===== config.mk =====
export PLATFORM = sky130hd
export DESIGN_NAME = traceTop
export DESIGN_NICKNAME = d
export VERILOG_FILES = /design/src/rtl/tracePkg.sv /design/src/rtl/traceIfs.sv /design/src/rtl/retireStage.sv /design/src/rtl/csrMerge.sv /design/src/rtl/netMonitor.sv /design/src/rtl/eventQueue.sv /design/src/rtl/traceTop.sv
export VERILOG_INCLUDE_DIRS = /design/src /design/src/include
export SDC_FILE = /design/constraint.sdc
export NUM_CORES = 1
export LEC_CHECK = 0
export BUFFER_PORTS_ARGS = -buffer_cell sky130_fd_sc_hd__buf_2
export CORE_AREA = 3 3 434 436
export CTS_BUF_LIST = sky130_fd_sc_hd__clkbuf_8
export DETAILED_ROUTE_END_ITERATION = 7
export DIE_AREA = 0 0 437 439
export SKIP_CTS_REPAIR_TIMING = 1
export SLEW_MARGIN = 20
export SYNTH_ARGS = -nofsm -noshare
export SYNTH_HDL_FRONTEND = slang
export SYNTH_SLANG_ARGS = --single-unit
export TNS_END_PERCENT = 50

===== constraint.sdc =====
create_clock -name rvvi -period 9.9 [get_ports rvvi]
set_clock_uncertainty 0.15 [all_clocks]
set_input_delay 0.495 -clock rvvi [delete_from_list [all_inputs] [get_ports rvvi]]
set_output_delay 0.495 -clock rvvi [all_outputs]
set_load 0.005 [all_outputs]

===== src/include/trace_settings.svh =====
`ifndef TRACE_SETTINGS_SVH
`define TRACE_SETTINGS_SVH

// Datapath widths
`define TRACE_XLEN              32
`define TRACE_ORDER_W           64
`define TRACE_IRQ_W             16

// Event queue
`define TRACE_EVQ_DEPTH         8
`define TRACE_EVVAL_W           16

// Cause codes seen on the retirement trace
`define TRACE_FETCH_FAULT_CAUSE 48
`define TRACE_NMI_LOAD_CAUSE    1024
`define TRACE_NMI_STORE_CAUSE   1025

// Debug cause for an external halt request
`define TRACE_DBG_HALTREQ       3

`endif


===== src/rtl/tracePkg.sv =====
`include "trace_settings.svh"

package tracePkg;

   ////////////////////////////////////////
   // CSRs and events
   ////////////////////////////////////////

   // Tracked CSRs in the order they sit in the CSR vectors
   typedef enum logic [2:0] {
      csrMstatus,
      csrMie,
      csrMepc,
      csrMcause,
      csrMscratch
   } csrIdxE;

   localparam int TRACE_NCSR = int'(csrMscratch) + 1;

   // One XLEN word per tracked CSR
   typedef logic [TRACE_NCSR-1:0][`TRACE_XLEN-1:0] csrVecT;

   // Event opcodes listed from the highest offer priority down
   typedef enum logic [2:0] {
      evIrq,
      evNmi,
      evNmiCause,
      evBusFault,
      evHaltReq
   } evKindE;

   localparam int TRACE_NEV = int'(evHaltReq) + 1;

   ////////////////////////////////////////
   // Records
   ////////////////////////////////////////

   typedef struct packed {
      logic [`TRACE_ORDER_W-1:0] order;
      logic [`TRACE_XLEN-1:0]    insn;
      logic [`TRACE_XLEN-1:0]    pcRdata;
      logic [`TRACE_XLEN-1:0]    pcWdata;
      logic                      fetchTrap;
      logic [4:0]                rdAddr;
      logic [`TRACE_XLEN-1:0]    rdWdata;
      logic                      rdWb;
   } retireT;

   typedef struct packed {
      evKindE                    kind;
      logic [`TRACE_EVVAL_W-1:0] value;
   } netEventT;

endpackage


===== src/rtl/traceIfs.sv =====
// Raw fields of the retirement being accepted, valid with newRetire
interface retireIf;
   logic        newRetire;
   logic        trap;
   logic        exception;
   logic [5:0]  excCause;
   logic        intr;
   logic        intrInterrupt;
   logic [10:0] intrCause;
   logic [1:0]  nmip;
   logic [2:0]  dbg;
   logic        dbgMode;

   modport source (
      output newRetire, trap, exception, excCause, intr, intrInterrupt,
             intrCause, nmip, dbg, dbgMode
   );
   modport monitor (
      input  newRetire, trap, exception, excCause, intr, intrInterrupt,
             intrCause, nmip, dbg, dbgMode
   );
endinterface

// Valid/ready event stream
interface netEventIf;
   logic               valid;
   logic               ready;
   tracePkg::netEventT ev;

   modport source (output valid, ev, input ready);
   modport sink   (input valid, ev, output ready);
endinterface


===== src/rtl/retireStage.sv =====
`include "trace_settings.svh"

module retireStage (
   input  logic                      rvvi,
   input  logic                      rstN_i,
   input  logic                      rvfiValid_i,
   input  logic [`TRACE_ORDER_W-1:0] rvfiOrder_i,
   input  logic [`TRACE_XLEN-1:0]    rvfiInsn_i,
   input  logic [`TRACE_XLEN-1:0]    rvfiPcRdata_i,
   input  logic [`TRACE_XLEN-1:0]    rvfiPcWdata_i,
   input  logic                      rvfiTrap_i,
   input  logic                      rvfiException_i,
   input  logic [5:0]                rvfiExcCause_i,
   input  logic                      rvfiIntr_i,
   input  logic                      rvfiIntrInterrupt_i,
   input  logic [10:0]               rvfiIntrCause_i,
   input  logic [1:0]                rvfiNmip_i,
   input  logic [2:0]                rvfiDbg_i,
   input  logic                      rvfiDbgMode_i,
   input  logic [4:0]                rvfiRdAddr_i,
   input  logic [`TRACE_XLEN-1:0]    rvfiRdWdata_i,
   output logic                      retValid_o,
   output tracePkg::retireT          ret_o,
   retireIf.source                   retBus
);

   logic [`TRACE_ORDER_W-1:0] lastOrder;
   logic                      haveOrder;
   logic                      newRetire;

   // First valid retirement after reset has nothing to compare against
   assign newRetire = rvfiValid_i && (!haveOrder || rvfiOrder_i != lastOrder);

   assign retBus.newRetire     = newRetire;
   assign retBus.trap          = rvfiTrap_i;
   assign retBus.exception     = rvfiException_i;
   assign retBus.excCause      = rvfiExcCause_i;
   assign retBus.intr          = rvfiIntr_i;
   assign retBus.intrInterrupt = rvfiIntrInterrupt_i;
   assign retBus.intrCause     = rvfiIntrCause_i;
   assign retBus.nmip          = rvfiNmip_i;
   assign retBus.dbg           = rvfiDbg_i;
   assign retBus.dbgMode       = rvfiDbgMode_i;

   always_ff @(posedge rvvi) begin
      if (!rstN_i) begin
         haveOrder  <= 1'b0;
         retValid_o <= 1'b0;
      end else begin
         retValid_o <= newRetire;
         if (newRetire) begin
            haveOrder <= 1'b1;
         end
      end
   end

   // Registered retirement record
   always_ff @(posedge rvvi) begin
      if (newRetire) begin
         lastOrder       <= rvfiOrder_i;
         ret_o.order     <= rvfiOrder_i;
         ret_o.insn      <= rvfiInsn_i;
         ret_o.pcRdata   <= rvfiPcRdata_i;
         ret_o.pcWdata   <= rvfiPcWdata_i;
         // Only the instruction fetch bus fault counts as a trace trap
         ret_o.fetchTrap <= rvfiTrap_i && rvfiException_i &&
                            rvfiExcCause_i == `TRACE_FETCH_FAULT_CAUSE;
         ret_o.rdAddr    <= rvfiRdAddr_i;
         ret_o.rdWdata   <= rvfiRdWdata_i;
         ret_o.rdWb      <= rvfiRdAddr_i != 5'd0;
      end
   end

   // A repeated order never yields a second record
   assert property (@(posedge rvvi) disable iff (!rstN_i)
      retValid_o |=> !(retValid_o && ret_o.order == $past(ret_o.order)));

endmodule


===== src/rtl/csrMerge.sv =====
module csrMerge (
   input  logic                            rvvi,
   input  logic                            rstN_i,
   input  tracePkg::csrVecT                csrWdata_i,
   input  tracePkg::csrVecT                csrWmask_i,
   input  tracePkg::csrVecT                csrRdata_i,
   output tracePkg::csrVecT                csrValue_o,
   output logic [tracePkg::TRACE_NCSR-1:0] csrWb_o,
   retireIf.monitor                        retBus
);

   tracePkg::csrVecT                merged;
   logic [tracePkg::TRACE_NCSR-1:0] changed;

   // Written bits come from wdata, the rest from rdata
   always_comb begin
      for (int i = 0; i < tracePkg::TRACE_NCSR; i++) begin
         merged[i]  = (csrWdata_i[i] & csrWmask_i[i]) |
                      (csrRdata_i[i] & ~csrWmask_i[i]);
         changed[i] = merged[i] != csrValue_o[i];
      end
   end

   // Stored values start at zero so the first retirement compares to zero
   always_ff @(posedge rvvi) begin
      if (!rstN_i) begin
         csrValue_o <= '0;
         csrWb_o    <= '0;
      end else if (retBus.newRetire) begin
         csrValue_o <= merged;
         csrWb_o    <= changed;
      end
   end

endmodule


===== src/rtl/netMonitor.sv =====
`include "trace_settings.svh"

module netMonitor (
   input  logic                    rvvi,
   input  logic                    rstN_i,
   input  logic [`TRACE_IRQ_W-1:0] irq_i,
   retireIf.monitor                retBus,
   netEventIf.source               evSrc
);

   localparam int NEV = tracePkg::TRACE_NEV;

   // Last reported levels
   logic [`TRACE_IRQ_W-1:0]   irqLast;
   logic                      nmiLast;
   logic [10:0]               nmiCauseLast;
   logic                      busFaultLast;
   logic                      haltLast;

   // One pending slot per event kind
   logic [NEV-1:0]            pend;
   logic [`TRACE_EVVAL_W-1:0] pendVal [NEV];

   logic                      nmiLvl;
   logic                      busFaultLvl;
   logic                      haltLvl;
   logic                      irqChg;
   logic                      nmiChg;
   logic                      causeChg;
   logic                      busChg;
   logic                      haltChg;
   tracePkg::evKindE          selKind;
   logic                      load;

   ////////////////////////////////////////
   // Levels and change detection
   ////////////////////////////////////////

   assign nmiLvl = (retBus.intr && retBus.intrInterrupt &&
                    (retBus.intrCause == `TRACE_NMI_LOAD_CAUSE ||
                     retBus.intrCause == `TRACE_NMI_STORE_CAUSE)) || retBus.nmip[0];
   assign busFaultLvl = retBus.trap && retBus.exception &&
                        retBus.excCause == `TRACE_FETCH_FAULT_CAUSE;
   assign haltLvl = retBus.dbg == `TRACE_DBG_HALTREQ && retBus.dbgMode;

   // IRQ lines every cycle, the rest only on a new retirement
   assign irqChg   = irq_i != irqLast;
   assign nmiChg   = retBus.newRetire && nmiLvl != nmiLast;
   assign causeChg = retBus.newRetire && nmiLvl && retBus.intrCause != nmiCauseLast;
   assign busChg   = retBus.newRetire && busFaultLvl != busFaultLast;
   assign haltChg  = retBus.newRetire && haltLvl != haltLast;

   ////////////////////////////////////////
   // Offer slot
   ////////////////////////////////////////

   // Lowest pending kind wins
   always_comb begin
      selKind = tracePkg::evIrq;
      for (int k = NEV - 1; k >= 0; k--) begin
         if (pend[k]) begin
            selKind = tracePkg::evKindE'(k);
         end
      end
   end

   assign load = (|pend) && (!evSrc.valid || evSrc.ready);

   always_ff @(posedge rvvi) begin
      if (!rstN_i) begin
         irqLast      <= '0;
         nmiLast      <= 1'b0;
         nmiCauseLast <= '0;
         busFaultLast <= 1'b0;
         haltLast     <= 1'b0;
         pend         <= '0;
         evSrc.valid  <= 1'b0;
      end else begin
         if (evSrc.valid && evSrc.ready) begin
            evSrc.valid <= 1'b0;
         end
         if (load) begin
            evSrc.valid   <= 1'b1;
            pend[selKind] <= 1'b0;
         end
         // A fresh change keeps its kind pending even when just taken
         if (irqChg) begin
            irqLast             <= irq_i;
            pend[tracePkg::evIrq] <= 1'b1;
         end
         if (nmiChg) begin
            nmiLast               <= nmiLvl;
            pend[tracePkg::evNmi] <= 1'b1;
         end
         if (causeChg) begin
            nmiCauseLast               <= retBus.intrCause;
            pend[tracePkg::evNmiCause] <= 1'b1;
         end
         if (busChg) begin
            busFaultLast               <= busFaultLvl;
            pend[tracePkg::evBusFault] <= 1'b1;
         end
         if (haltChg) begin
            haltLast                  <= haltLvl;
            pend[tracePkg::evHaltReq] <= 1'b1;
         end
      end
   end

   // Pending values and the offered event; a later change overwrites
   always_ff @(posedge rvvi) begin
      if (load) begin
         evSrc.ev.kind  <= selKind;
         evSrc.ev.value <= pendVal[selKind];
      end
      if (irqChg) begin
         pendVal[tracePkg::evIrq] <= `TRACE_EVVAL_W'(irq_i);
      end
      if (nmiChg) begin
         pendVal[tracePkg::evNmi] <= `TRACE_EVVAL_W'(nmiLvl);
      end
      if (causeChg) begin
         pendVal[tracePkg::evNmiCause] <= `TRACE_EVVAL_W'(retBus.intrCause);
      end
      if (busChg) begin
         pendVal[tracePkg::evBusFault] <= `TRACE_EVVAL_W'(busFaultLvl);
      end
      if (haltChg) begin
         pendVal[tracePkg::evHaltReq] <= `TRACE_EVVAL_W'(haltLvl);
      end
   end

   // An offered event stays put until the queue takes it
   assert property (@(posedge rvvi) disable iff (!rstN_i)
      evSrc.valid && !evSrc.ready |=> evSrc.valid && $stable(evSrc.ev));

endmodule


===== src/rtl/eventQueue.sv =====
`include "trace_settings.svh"

module eventQueue (
   input  logic                      rvvi,
   input  logic                      rstN_i,
   input  logic                      evReady_i,
   netEventIf.sink                   evSnk,
   output logic                      evValid_o,
   output tracePkg::evKindE          evKind_o,
   output logic [`TRACE_EVVAL_W-1:0] evValue_o
);

   localparam int AW = $clog2(`TRACE_EVQ_DEPTH);

   tracePkg::netEventT mem [`TRACE_EVQ_DEPTH];

   // Pointers carry one wrap bit above the address
   logic [AW:0] wrPtr;
   logic [AW:0] rdPtr;
   logic        full;
   logic        empty;
   logic        wrEn;
   logic        rdEn;

   assign empty = wrPtr == rdPtr;
   assign full  = wrPtr[AW] != rdPtr[AW] && wrPtr[AW-1:0] == rdPtr[AW-1:0];

   assign evSnk.ready = !full;
   assign wrEn        = evSnk.valid && !full;
   assign rdEn        = evValid_o && evReady_i;

   // Oldest entry sits on the output
   assign evValid_o = !empty;
   assign evKind_o  = mem[rdPtr[AW-1:0]].kind;
   assign evValue_o = mem[rdPtr[AW-1:0]].value;

   always_ff @(posedge rvvi) begin
      if (!rstN_i) begin
         wrPtr <= '0;
         rdPtr <= '0;
      end else begin
         if (wrEn) begin
            wrPtr <= wrPtr + 1'b1;
         end
         if (rdEn) begin
            rdPtr <= rdPtr + 1'b1;
         end
      end
   end

   always_ff @(posedge rvvi) begin
      if (wrEn) begin
         mem[wrPtr[AW-1:0]] <= evSnk.ev;
      end
   end

   // No write into a full queue, no read from an empty one
   assert property (@(posedge rvvi) disable iff (!rstN_i)
      full && !rdEn |=> wrPtr == $past(wrPtr));
   assert property (@(posedge rvvi) disable iff (!rstN_i)
      empty |=> rdPtr == $past(rdPtr));

endmodule


===== src/rtl/traceTop.sv =====
`include "trace_settings.svh"

module traceTop (
   input  logic                            rvvi,
   input  logic                            rstN_i,
   input  logic                            rvfiValid_i,
   input  logic [`TRACE_ORDER_W-1:0]       rvfiOrder_i,
   input  logic [`TRACE_XLEN-1:0]          rvfiInsn_i,
   input  logic [`TRACE_XLEN-1:0]          rvfiPcRdata_i,
   input  logic [`TRACE_XLEN-1:0]          rvfiPcWdata_i,
   input  logic                            rvfiTrap_i,
   input  logic                            rvfiException_i,
   input  logic [5:0]                      rvfiExcCause_i,
   input  logic                            rvfiIntr_i,
   input  logic                            rvfiIntrInterrupt_i,
   input  logic [10:0]                     rvfiIntrCause_i,
   input  logic [1:0]                      rvfiNmip_i,
   input  logic [2:0]                      rvfiDbg_i,
   input  logic                            rvfiDbgMode_i,
   input  logic [4:0]                      rvfiRdAddr_i,
   input  logic [`TRACE_XLEN-1:0]          rvfiRdWdata_i,
   input  tracePkg::csrVecT                csrWdata_i,
   input  tracePkg::csrVecT                csrWmask_i,
   input  tracePkg::csrVecT                csrRdata_i,
   input  logic [`TRACE_IRQ_W-1:0]         irq_i,
   input  logic                            evReady_i,
   output logic                            retValid_o,
   output logic [`TRACE_ORDER_W-1:0]       retOrder_o,
   output logic [`TRACE_XLEN-1:0]          retInsn_o,
   output logic [`TRACE_XLEN-1:0]          retPcRdata_o,
   output logic [`TRACE_XLEN-1:0]          retPcWdata_o,
   output logic                            retFetchTrap_o,
   output logic [4:0]                      retRdAddr_o,
   output logic [`TRACE_XLEN-1:0]          retRdWdata_o,
   output logic                            retRdWb_o,
   output tracePkg::csrVecT                csrValue_o,
   output logic [tracePkg::TRACE_NCSR-1:0] csrWb_o,
   output logic                            evValid_o,
   output tracePkg::evKindE                evKind_o,
   output logic [`TRACE_EVVAL_W-1:0]       evValue_o
);

   retireIf          retBus ();
   netEventIf        evBus ();
   tracePkg::retireT ret;

   retireStage uRetire (
      .rvvi(rvvi), .rstN_i(rstN_i),
      .rvfiValid_i(rvfiValid_i), .rvfiOrder_i(rvfiOrder_i), .rvfiInsn_i(rvfiInsn_i),
      .rvfiPcRdata_i(rvfiPcRdata_i), .rvfiPcWdata_i(rvfiPcWdata_i),
      .rvfiTrap_i(rvfiTrap_i), .rvfiException_i(rvfiException_i),
      .rvfiExcCause_i(rvfiExcCause_i), .rvfiIntr_i(rvfiIntr_i),
      .rvfiIntrInterrupt_i(rvfiIntrInterrupt_i), .rvfiIntrCause_i(rvfiIntrCause_i),
      .rvfiNmip_i(rvfiNmip_i), .rvfiDbg_i(rvfiDbg_i), .rvfiDbgMode_i(rvfiDbgMode_i),
      .rvfiRdAddr_i(rvfiRdAddr_i), .rvfiRdWdata_i(rvfiRdWdata_i),
      .retValid_o(retValid_o), .ret_o(ret), .retBus(retBus.source)
   );

   csrMerge uCsr (
      .rvvi(rvvi), .rstN_i(rstN_i),
      .csrWdata_i(csrWdata_i), .csrWmask_i(csrWmask_i), .csrRdata_i(csrRdata_i),
      .csrValue_o(csrValue_o), .csrWb_o(csrWb_o), .retBus(retBus.monitor)
   );

   netMonitor uNet (
      .rvvi(rvvi), .rstN_i(rstN_i), .irq_i(irq_i),
      .retBus(retBus.monitor), .evSrc(evBus.source)
   );

   eventQueue uQueue (
      .rvvi(rvvi), .rstN_i(rstN_i), .evReady_i(evReady_i), .evSnk(evBus.sink),
      .evValid_o(evValid_o), .evKind_o(evKind_o), .evValue_o(evValue_o)
   );

   // Record fields out as plain ports
   assign retOrder_o     = ret.order;
   assign retInsn_o      = ret.insn;
   assign retPcRdata_o   = ret.pcRdata;
   assign retPcWdata_o   = ret.pcWdata;
   assign retFetchTrap_o = ret.fetchTrap;
   assign retRdAddr_o    = ret.rdAddr;
   assign retRdWdata_o   = ret.rdWdata;
   assign retRdWb_o      = ret.rdWb;

endmodule


Word level (Yosys, flattened, before mapping) --
Memory sizes are Yosys's and may differ from the RTL's. A register that Yosys moved wholly into a read port is not among the register bits. Cells that the tools add are included.
Storage, ports and cells: flip-flop bits (word level) 413, memory bits (writable) 232, input port bits 724, output and inout bits 385, logic and storage cells 137, memories kept 2
Operators by class: add/subtract/negate cells 2, order comparisons 2, equal/unequal tests 18, muxes and demuxes 29, bitwise operators 22, reductions and logical operators 32
Memories:
- uQueue.mem | words 8, bits a word 19, read ports 1, clocked after memory_dff 1, wr ports 1, line eventQueue.sv:15 | tracePkg::netEventT mem [`TRACE_EVQ_DEPTH];
- uNet.pendVal | words 5, bits a word 16, read ports 1, clocked after memory_dff 1, wr ports 5, line netMonitor.sv:22 | logic [`TRACE_EVVAL_W-1:0] pendVal [NEV];
Operators by type and width (count):
- AND 32 bit | 10
- != test 32 bit | 5
- inverter 32 bit | 5
- bitwise OR 32 bit | 5
- != test 64 bit | 1
- equality test 11 bit, second input constant | 2
- 2-to-1 mux 3 bit | 7
- 2-to-1 mux 1 bit | 20
- logical AND 1 bit | 16
- != test 16 bit | 1
- nonzero test 2 bit | 6
- != test 11 bit | 1
- adder 4 x 1 -> 4 bit, second input constant | 2
- equality test 6 bit, second input constant | 1
- AND 5 bit | 1
- 2-to-1 mux 5 bit | 1
- inverter 5 bit | 1
- nonzero test 5 bit | 1
- OR reduction 5 bit | 1
- equality test 4 bit | 1
- logical NOT 1 bit | 4
- logical OR 1 bit | 4
- less-than comparator 3 x 4 -> 1 bit, second input constant | 1
- != test 1 bit | 4
- other kinds (4) | 4

Depth between registers and ports, before layout --
Gate-level depths: netlist of run 1.
depth after elaboration 13, depth in mapped cells 10

Hierarchy --
Synthesis of run 1 repeated with hierarchy kept, for this count alone.
Second synthesis, totals: cells, all modules 1832, area total of the unflattened synthesis 26123.8 um2
Modules (own cells, without submodules):
- csrMerge | times used 1, cells an instance 926, area each 9125.0 um2
- retireStage | times used 1, cells an instance 334, area each 7021.7 um2
- eventQueue | times used 1, cells an instance 304, area each 6622.6 um2
- netMonitor | times used 1, cells an instance 268, area each 3354.5 um2

Worst setup path after synthesis of run 1 --
OpenSTA, ideal clock, no wires.
path kind input to register, start point in rvfiOrder_i[48], end point reg uRetire.ret_o[0] (netlist bit) (enable), data arrival time 6946 ps, path slack 2164 ps, stages on the path 8, path through nor2b_1 -> a2111oi_2 -> nor4b_2 -> nand4_1 -> o41a_1 -> buf_2 -> buf_2 -> buf_1
On the way: cells in the longest elaborated chain, start to end 3
Ends and longest elaborated chain:
- start: declaration | line traceTop.sv:7 | input logic [`TRACE_ORDER_W-1:0] rvfiOrder_i,
- != test 64 bit | line retireStage.sv:32 | assign newRetire = rvfiValid_i && (!haveOrder || rvfiOrder_i != lastOrder);
- logical OR 1 bit | line retireStage.sv:32
- logical AND 1 bit | line retireStage.sv:32
- named net retBus.newRetire | line traceIfs.sv:3 | logic newRetire;
- end: declaration | line retireStage.sv:23 | output tracePkg::retireT ret_o,
The timed path passes the listed nets, and every way through them passes these cells. A chain may end at the register's enable or synchronous reset.

==> out/qor.txt, run 1 <==
======================================================================================
Post-layout nets                                                                  4234
Drt first-iter violations                                                         1541
Fmax                                                                           232 MHz
Via count of the first global-routing pass                                       19800
Instance count of the mapped netlist                                              1791
Slew @ Worst Pin                                                               1.02 ns
Capture instance of the worst register-to-register path                   uCsr.csrValue_o[11]
Reg-to-reg setup timing slack                                                  5.58 ns
Worst Path Class, Setup                                                     reg -> reg
Synth top area share                                                             47.1%
Initial cell density of the core                                                 13.8%
Worst voltage drop across the vdd grid                                          139 uV
Iteration count of the initial detailed-routing pass                                 7
Global-route wire length before repair                                       172000 um
Area enclosed by the die boundary                                           0.192 mm^2
Minimum clock period                                                           4.32 ns
Post-Synthesis Mean Instance Area                                            14.2 um^2
Leak pwr                                                                     0.0185 uW
Synth Warn #                                                                         0
GR Util All Layers                                                               13.2%
Number of distinct standard cells referenced by the synthesized netlist             46
Flops & latches, synth                                                             614
Required @ worst endpoint                                                     10.51 ns
Setup-failing EPs final                                                              0
Mapped Area                                                                0.0255 mm^2
Via-per-instance ratio                                                            3.68
Largest net degree at the start of global routing                                  158
PortBufs                                                                          1107
Hold Path Stages                                                                     4
Crit Path Max Fanout                                                                73
Register clock-pin slew on the reported worst setup and hold paths             0.06 ns
Total wire length                                                            138000 um
Primary FF master, synth                                                  sky130_fd_sc_hd__edfxtp_1
Final-report max-slew violation count                                                0
Area growth from synthesis to final layout                                       65.3%
Overall die height                                                              439 um
Area inside the core boundary                                               0.185 mm^2
Share of layout cells above drive strength 1                                     38.3%
Worst R2R Start                                                           uRetire.ret_o[161]
Crit share post-route                                                            43.6%
Final estimated routing congestion in global placement                           0.977
Post-Route Setup TNS                                                              0 ns
Detail Route Antenna Nets                                                            0
Seq/Total Area, Yosys                                                            64.0%
Kind of end point of the critical path                                       flip-flop
RSZ-0062 raised after global routing                                             false
Worst max-slew margin expressed relative to the limit                            31.6%
Post-Route Hold Slack                                                        0.0727 ns
DRC errors left                                                                      0
Width of the die                                                                437 um
Result of the run                                                         finished clean
Leading cell types in the layout, fill and taps excluded                  sky130_fd_sc_hd__buf_2 (1106), sky130_fd_sc_hd__dlygate4sd3_1 (540), sky130_fd_sc_hd__edfxtp_1 (400), sky130_fd_sc_hd__nand2_1 (221), sky130_fd_sc_hd__dfxtp_1 (213)
Fraction of synthesis flops using an asynchronous set or reset pin                  0%
Antenna violations before repair                                                   118
CTS sink cnt                                                                       614
Clock tree root buffer cell                                               sky130_fd_sc_hd__clkbuf_8
TritonCTS clock tree                                                               yes
Average wire length per cell after detail routing                              22.6 um
Nature of the critical path startpoint                                       flip-flop
Post-Layout Cell Count                                                            6123
Number of vias after detailed routing                                            22500
Number of core rows                                                                158
CTS H-tree depth                                                                     3
Number of maximum-capacitance constraint violations                                  0
Final Hold Vio Count                                                                 0
Min-Delay Startpoint                                                      csrRdata_i[130]
Arrival time reported for the critical path endpoint                           4.92 ns
Main area contributors after synthesis                                    sky130_fd_sc_hd__edfxtp_1 (47%), sky130_fd_sc_hd__dfxtp_1 (17%), sky130_fd_sc_hd__mux2i_1 (6.8%), sky130_fd_sc_hd__xnor2_1 (6.4%), sky130_fd_sc_hd__o211a_1 (6.3%)
Number of cells in the design after placement                                     5335
Number of placed I/O pins                                                         1109
End of the worst hold path                                                uCsr.csrValue_o[130]
Path category of the worst min-delay check                                   in -> reg
Number of enable flip-flop cells after synthesis                                   400
Depth of the worst register-to-register path                                        10
Clk_lat worst skew                                                             0.87 ns
Most frequent standard cell in the layout excluding fill and tap cells    sky130_fd_sc_hd__buf_2
Leftover overflow at the end of global routing                                       0
Fill count                                                                       19800
Power density over cell area                                               163 mW/mm^2
Cell accounting for the most synthesized area                             sky130_fd_sc_hd__edfxtp_1
Total clock buffers created by CTS                                                 111
Number of nets in the synthesized netlist                                         2517
Detailed-placement wirelength estimate                                       111000 um
Max Buffers Root-to-Sink                                                             3
======================================================================================
cells in the mapped netlist (all sizes together) (20+ instances only):
cell type / n
xor2: 60
mux2i: 173
nand2: 221
inv: 23
buf: 27
edfxtp: 400
o211a: 161
xnor2: 185
mux4: 38
nand4: 20
dfxtp: 214
clkbuf: 53
and2: 29
nor4: 56
report_power, final:
group | internal, uW | switching (uW)
combinational | 618 | 596
sequential | 2910 | 113
clock | 1430 | 1210
total | 4960 | 1920
critical path, stage by stage, from the launching register on:
cell and delay (ns):
sky130_fd_sc_hd__edfxtp_1 0.43, sky130_fd_sc_hd__nor2b_1 0.24, sky130_fd_sc_hd__a2111oi_2 0.08, sky130_fd_sc_hd__nor4b_2 0.17, sky130_fd_sc_hd__nand4_1 0.09, sky130_fd_sc_hd__o41a_2 0.71, sky130_fd_sc_hd__buf_4 0.58, sky130_fd_sc_hd__buf_4 0.59
sky130_fd_sc_hd__buf_4 0.69, sky130_fd_sc_hd__nand2_1 0.13, sky130_fd_sc_hd__o211a_1 0.17
logic make-up after synthesis:
logic type | Yosys count | synth area share [%]
AOI/OAI and AO/OA | 221 | 7.87
xor gates and xnor gates | 245 | 8.42
adders and majority gates | 2 | 0.0982
buffers and inverters | 103 | 1.68
DFF | 614 | 64.0
muxes | 230 | 11.0
and+or+nand+nor | 376 | 6.97
through the flow:
stage | instance area, um^2 | power, uW | setup slack (ns) | utilization, %
2_1_floorplan | 25500 | 3510 | 2.16 | -
3_3_place_gp | 34200 | 4080 | 5.35 | 18.5
3_5_place_dp | 34200 | 4100 | 5.31 | 18.5
4_1_cts | 36600 | 6800 | 5.49 | 19.8
5_1_grt | 42000 | 7200 | 5.18 | 22.7
6_report | 42100 | 6880 | 5.58 | 22.8
state kept, by name (all words and copies together), names as in the netlist, 4 cells and up, named ones only:
register,cells
uNet.pend,5
uNet.pendVal,30
uNet.evSrc.ev,19
uNet.irqLast,16
uQueue.rdPtr,4
uQueue.wrPtr,4
uRetire.ret_o,199
uCsr.csrValue_o,160
uCsr.csrWb_o,5
uQueue.mem,152
uNet.nmiCauseLast,11
cell type report:
cell class                      count  area [um^2]  share of cell area, %
Multi-Input combinational cell   1074         8850                   21.0
Inverter                           23         86.3                  0.205
Timing Repair Buffer             1684        11200                   26.7
Tap cell                         2480         3100                   7.37
Clock inverter                     80          671                   1.59
Sequential cell                   614        16300                   38.7
Antenna cell                       41          103                  0.244
Clock buffer                      127         1750                   4.15
worst max-delay path by stage:
stage / start / end / slack, ns / cells past startpoint
detailed placement: rvfiOrder_i[31] / uCsr.csrValue_o[2] / 5.31 / 11
finish: uRetire.ret_o[161] / uCsr.csrValue_o[11] / 5.58 / 10
global route: uRetire.ret_o[166] / uCsr.csrValue_o[28] / 5.18 / 10
CTS: uRetire.ret_o[166] / uCsr.csrValue_o[136] / 5.49 / 10
floorplan: rvfiOrder_i[48] / uRetire.ret_o[0] / 2.16 / 8
global placement: rvfiOrder_i[26] / uCsr.csrValue_o[95] / 5.35 / 11
routing by layer:
layer  up-vias  track usage, %  part of all wire (%)
met4        44            3.48                   2.8
met2      1040            23.5                    51
met3       307            5.00                   9.2
li1      10200               -                     -
met1     10900            14.8                    37
met5         -               0                  0.22
(Power assumes the default switching activity.)
==> inputs of run 2 (changes only) <==
--- a/config.mk
+++ b/config.mk
@@ -6,11 +6,12 @@
 export SDC_FILE = /design/constraint.sdc
 export NUM_CORES = 1
 export LEC_CHECK = 0
+export ABC_AREA = 1
 export BUFFER_PORTS_ARGS = -buffer_cell sky130_fd_sc_hd__buf_2
-export CORE_AREA = 3 3 434 436
+export CORE_AREA = 3 3 433 435
 export CTS_BUF_LIST = sky130_fd_sc_hd__clkbuf_8
 export DETAILED_ROUTE_END_ITERATION = 7
-export DIE_AREA = 0 0 437 439
+export DIE_AREA = 0 0 436 438
 export SKIP_CTS_REPAIR_TIMING = 1
 export SLEW_MARGIN = 20
 export SYNTH_ARGS = -nofsm -noshare
==> constraint.sdc (replaced) <==
create_clock -name rvvi -period 4.41 [get_ports rvvi]
set_clock_uncertainty 0.15 [all_clocks]
set_input_delay 0.2205 -clock rvvi [delete_from_list [all_inputs] [get_ports rvvi]]
set_output_delay 0.2205 -clock rvvi [all_outputs]
set_load 0.005 [all_outputs]
==> run 2 against run 1 <==
Effect of this change:
- clock-buffer cell count down 5
- maximum frequency rose by 3.7%
- the run now ends with hold timing left
- global-route usage up 0.66 points
- largest power group unchanged
- final cell count grew 21%
==> out/qor.txt, run 2 <==
======================================================================================
Area enclosed by the die boundary                                           0.191 mm^2   -0.46%
Number of placed I/O pins                                                         1109   unchanged
Most frequent standard cell in the layout excluding fill and tap cells    sky130_fd_sc_hd__buf_2
Buffers plus inverters on the worst setup path                                       2   -1
CTS sink cnt                                                                       614   unchanged
Total clock buffers created by CTS                                                 111   unchanged
Synth top area share                                                             44.7%   -2.5 points
Result of the run                                                         finished, violations left
Flops & latches, synth                                                             614   unchanged
Register clock-pin slew on the reported worst setup and hold paths             0.06 ns   about the same
Arrival time reported for the critical path endpoint                           4.79 ns   -0.13 ns
Main area contributors after synthesis                                    sky130_fd_sc_hd__edfxtp_1 (45%), sky130_fd_sc_hd__dfxtp_1 (16%), sky130_fd_sc_hd__nand2_1 (8.2%), sky130_fd_sc_hd__nor2_1 (7.0%), sky130_fd_sc_hd__o21ai_0 (6.0%)
Fill count                                                                       19900   +0.13%
Largest net degree at the start of global routing                                  128   -19%
Stages on the worst setup path                                                      13   +3
Detailed-placement wirelength estimate                                       114000 um   +3.6%
Worst setup path startpoint                                               uRetire.ret_o[143]
Number of cells in the design after placement                                     6455   +21%
End point of the critical path                                            uCsr.csrWb_o[1]
Average wire length per cell after detail routing                              19.8 um   -12%
Stage delay of the slowest cell on the critical path                           0.91 ns   +0.20 ns
Depth of the worst register-to-register path                                        13   +3
Seq/Total Area, Yosys                                                            60.6%   -3.4 points
Via-per-instance ratio                                                            3.74   +1.5%
Worst R2R Start                                                           uRetire.ret_o[143]
Top register by number of flip-flops                                      uRetire.ret_o
Total wire length                                                            148000 um   +6.8%
Post-Layout Cell Count                                                            7436   +21%
Final Hold Vio Count                                                                 1   +1
Capture instance of the worst register-to-register path                   uCsr.csrWb_o[1]
Share of layout cells above drive strength 1                                     26.6%   -12 points
Via count of the first global-routing pass                                       23300   +17%
Detail Route Antenna Nets                                                            0   unchanged
Most common cell in the netlist                                           sky130_fd_sc_hd__nand2_1
Overall die height                                                              438 um   -0.23%
Number of enable flip-flop cells after synthesis                                   400   unchanged
Post-Route Setup TNS                                                              0 ns   unchanged
CTS H-tree depth                                                                     3   unchanged
GR Util All Layers                                                               13.9%   +0.66 points
Final-report max-slew violation count                                                0   unchanged
Synth Warn #                                                                         0   unchanged
Required @ worst endpoint                                                      5.04 ns   -5.47 ns
Clock tree root buffer cell                                               sky130_fd_sc_hd__clkbuf_8
Crit Path Max Fanout                                                               127   +74%
Path category of the worst min-delay check                                   in -> reg
TritonCTS clock tree                                                               yes
Violations in the final reports                                            hold timing
Critical path's top delay family                                          simple AND/OR/NAND/NOR gates
Antenna violations before repair                                                    97   -18%
Primary FF master, synth                                                  sky130_fd_sc_hd__edfxtp_1
Global-route wire length before repair                                       184000 um   +7.1%
Leak pwr                                                                     0.0204 uW   +10%
Crit share post-route                                                            94.4%   +51 points
Leading cell types in the layout, fill and taps excluded                  sky130_fd_sc_hd__buf_2 (1106), sky130_fd_sc_hd__dlygate4sd3_1 (719), sky130_fd_sc_hd__nand2_1 (589), sky130_fd_sc_hd__nor2_1 (497), sky130_fd_sc_hd__inv_1 (432)
Area growth from synthesis to final layout                                       67.4%
Kind of end point of the critical path                                       flip-flop
Worst max-slew margin expressed relative to the limit                            18.2%   -13 points
Minimum clock period                                                           4.16 ns   -0.155 ns
Reg-to-reg setup timing slack                                                  0.25 ns   -5.34 ns
Area inside the core boundary                                               0.183 mm^2   -0.85%
Iteration count of the initial detailed-routing pass                                 6   -1
Number of maximum-capacitance constraint violations                                  0   unchanged
Setup WS pre-CTS                                                              0.557 ns   -4.75 ns
Fmax                                                                           240 MHz   +3.7%
Commonest cells post-synth                                                sky130_fd_sc_hd__nand2_1 (590), sky130_fd_sc_hd__nor2_1 (504), sky130_fd_sc_hd__inv_1 (405)
Worst voltage drop across the vdd grid                                          245 uV   +76%
Cell-by-cell trace of the critical path                                   nand2_1 > nand2_1 > nor2_1 > nand2_1 > nor2_1 > nand3_1 > nor2_1 > nand2_1 > nand2_4 > buf_12 > nor3_1 > dlygate4sd3_1 > nor2_1
Number of distinct standard cells referenced by the synthesized netlist             30   -35%
Slack of the critical path                                                    0.248 ns   -5.34 ns
Final estimated routing congestion in global placement                           0.993   +1.6%
Post-layout nets                                                                  5549   +31%
Highest-delay cell along the critical path                                sky130_fd_sc_hd__nor2_1
DRC errors left                                                                      0   unchanged
Width of the die                                                                436 um   -0.23%
RSZ-0062 raised after global routing                                             false
Leftover overflow at the end of global routing                                       0   unchanged
Instance count of the mapped netlist                                              2942   +64%
Largest register FFs                                                               199   unchanged
Number of nets in the synthesized netlist                                         3668   +46%
Post-Synthesis Mean Instance Area                                            9.14 um^2   -36%
Initial cell density of the core                                                 14.7%   +0.89 points
Number of core rows                                                                157   -0.63%
Clk_lat worst skew                                                             0.84 ns   -0.03 ns
Fraction of synthesis flops using an asynchronous set or reset pin                  0%   unchanged
Max Buffers Root-to-Sink                                                             3   unchanged
PortBufs                                                                          1107   unchanged
Mapped Area                                                                0.0269 mm^2   +5.6%
Drt first-iter violations                                                         1809   +17%
Cell accounting for the most synthesized area                             sky130_fd_sc_hd__edfxtp_1
Number of vias after detailed routing                                            27800   +23%
Setup-failing EPs final                                                              0   unchanged
Slew @ Worst Pin                                                               1.22 ns   +0.200 ns
Worst Path Class, Setup                                                     reg -> reg
Power density over cell area                                               340 mW/mm^2   +110%
Nature of the critical path startpoint                                       flip-flop
Post-Route Hold Slack                                                      -0.00867 ns   -0.0814 ns
======================================================================================
-- run 2: changes by cell type in the layout (fill, tap and decap cells not counted), sizes merged, moves of 54 or more --
cell | previous run | this run
nor2 | 16 | 504
inv | 60 | 439
nand2 | 221 | 590
o21ai | 10 | 336
dlygate4sd3 | 540 | 719
mux2i | 173 | 1
o211a | 161 | 0
xnor2 | 185 | 41
xor2 | 60 | 156
a21oi | 16 | 84
nor4 | 56 | 2
-- run 2: worst min path at each step --
| stage | startpoint | to | slack [ns] | cells after the start |
|---|---|---|---|---|
| 6_report | csrWmask_i[151] | uCsr.csrWb_o[4] | -0.009 | 9 |
| 5_1_grt | rvfiPcWdata_i[29] | uRetire.ret_o[68] | -0.01 | 2 |
| 4_1_cts | rvfiPcRdata_i[21] | uRetire.ret_o[92] | -0.76 | 1 |
| 3_5_place_dp | rvfiPcRdata_i[5] | uRetire.ret_o[76] | 0.25 | 1 |
| 3_3_place_gp | rvfiPcWdata_i[12] | uRetire.ret_o[51] | 0.25 | 1 |
| 2_1_floorplan | irq_i[0] | uNet.irqLast[0] | 0.16 | 2 |
-- run 2: per-stage QoR --
| step | cell area [um^2] | total power (uW) | utilization (%) |
|---|---|---|---|
| 2_1_floorplan | 26900 | 7930 | - |
| 3_3_place_gp | 35500 | 9290 | 19.3 |
| 3_5_place_dp | 35500 | 9330 | 19.3 |
| 4_1_cts | 37700 | 14900 | 20.5 |
| 5_1_grt | 45000 | 16100 | 24.5 |
| 6_report | 45000 | 15300 | 24.5 |
-- run 2: power by group --
group          internal (uW)  switching, uW  leakage, uW
Clock                   2820           2670      0.00123
Sequential              6560            265      0.00561
Combinational           1360           1620       0.0136
-- run 2: cell families after synthesis --
| kind of cell | Yosys count | share of synthesized area (%) |
|---|---|---|
| AOI/OAI and AO/OA | 463 | 8.85 |
| xor gates and xnor gates | 197 | 6.41 |
| adders and majority gates | 2 | 0.0930 |
| buffers and inverters | 500 | 7.30 |
| DFF | 614 | 60.6 |
| muxes | 1 | 0.0372 |
| and+or+nand+nor | 1165 | 16.7 |
-- run 2: area by class of cell --
type	instances	area (um^2)	area share (%)
tap	2464	3080	6.85
antenna	56	140	0.311
clock buffer	122	1680	3.73
inverter	409	1540	3.43
timing repair buffer	1859	13100	29.0
clock inverter	84	549	1.22
multi-input combinational	1828	8660	19.2
sequential	614	16300	36.2
-- run 2: worst min-delay path, cell delays in order --
cell and delay, ns:
sky130_fd_sc_hd__buf_2 0.09, sky130_fd_sc_hd__o21ai_0 0.09, sky130_fd_sc_hd__nand2_1 0.07, sky130_fd_sc_hd__nand2_1 0.06
sky130_fd_sc_hd__nand4_1 0.15, sky130_fd_sc_hd__nor2_1 0.07, sky130_fd_sc_hd__nand2_1 0.05, sky130_fd_sc_hd__nor3_1 0.04
sky130_fd_sc_hd__nor2_1 0.08
-- run 2: routing by layer --
layer,wire length [um],track usage (%),vias up,share of wire (%)
met4,6200,6.72,30,4.2
li1,-,-,13300,-
met5,205,0,-,0.14
met1,58100,15.8,13000,39
met2,72800,23.6,1157,49
met3,10200,4.29,301,6.9
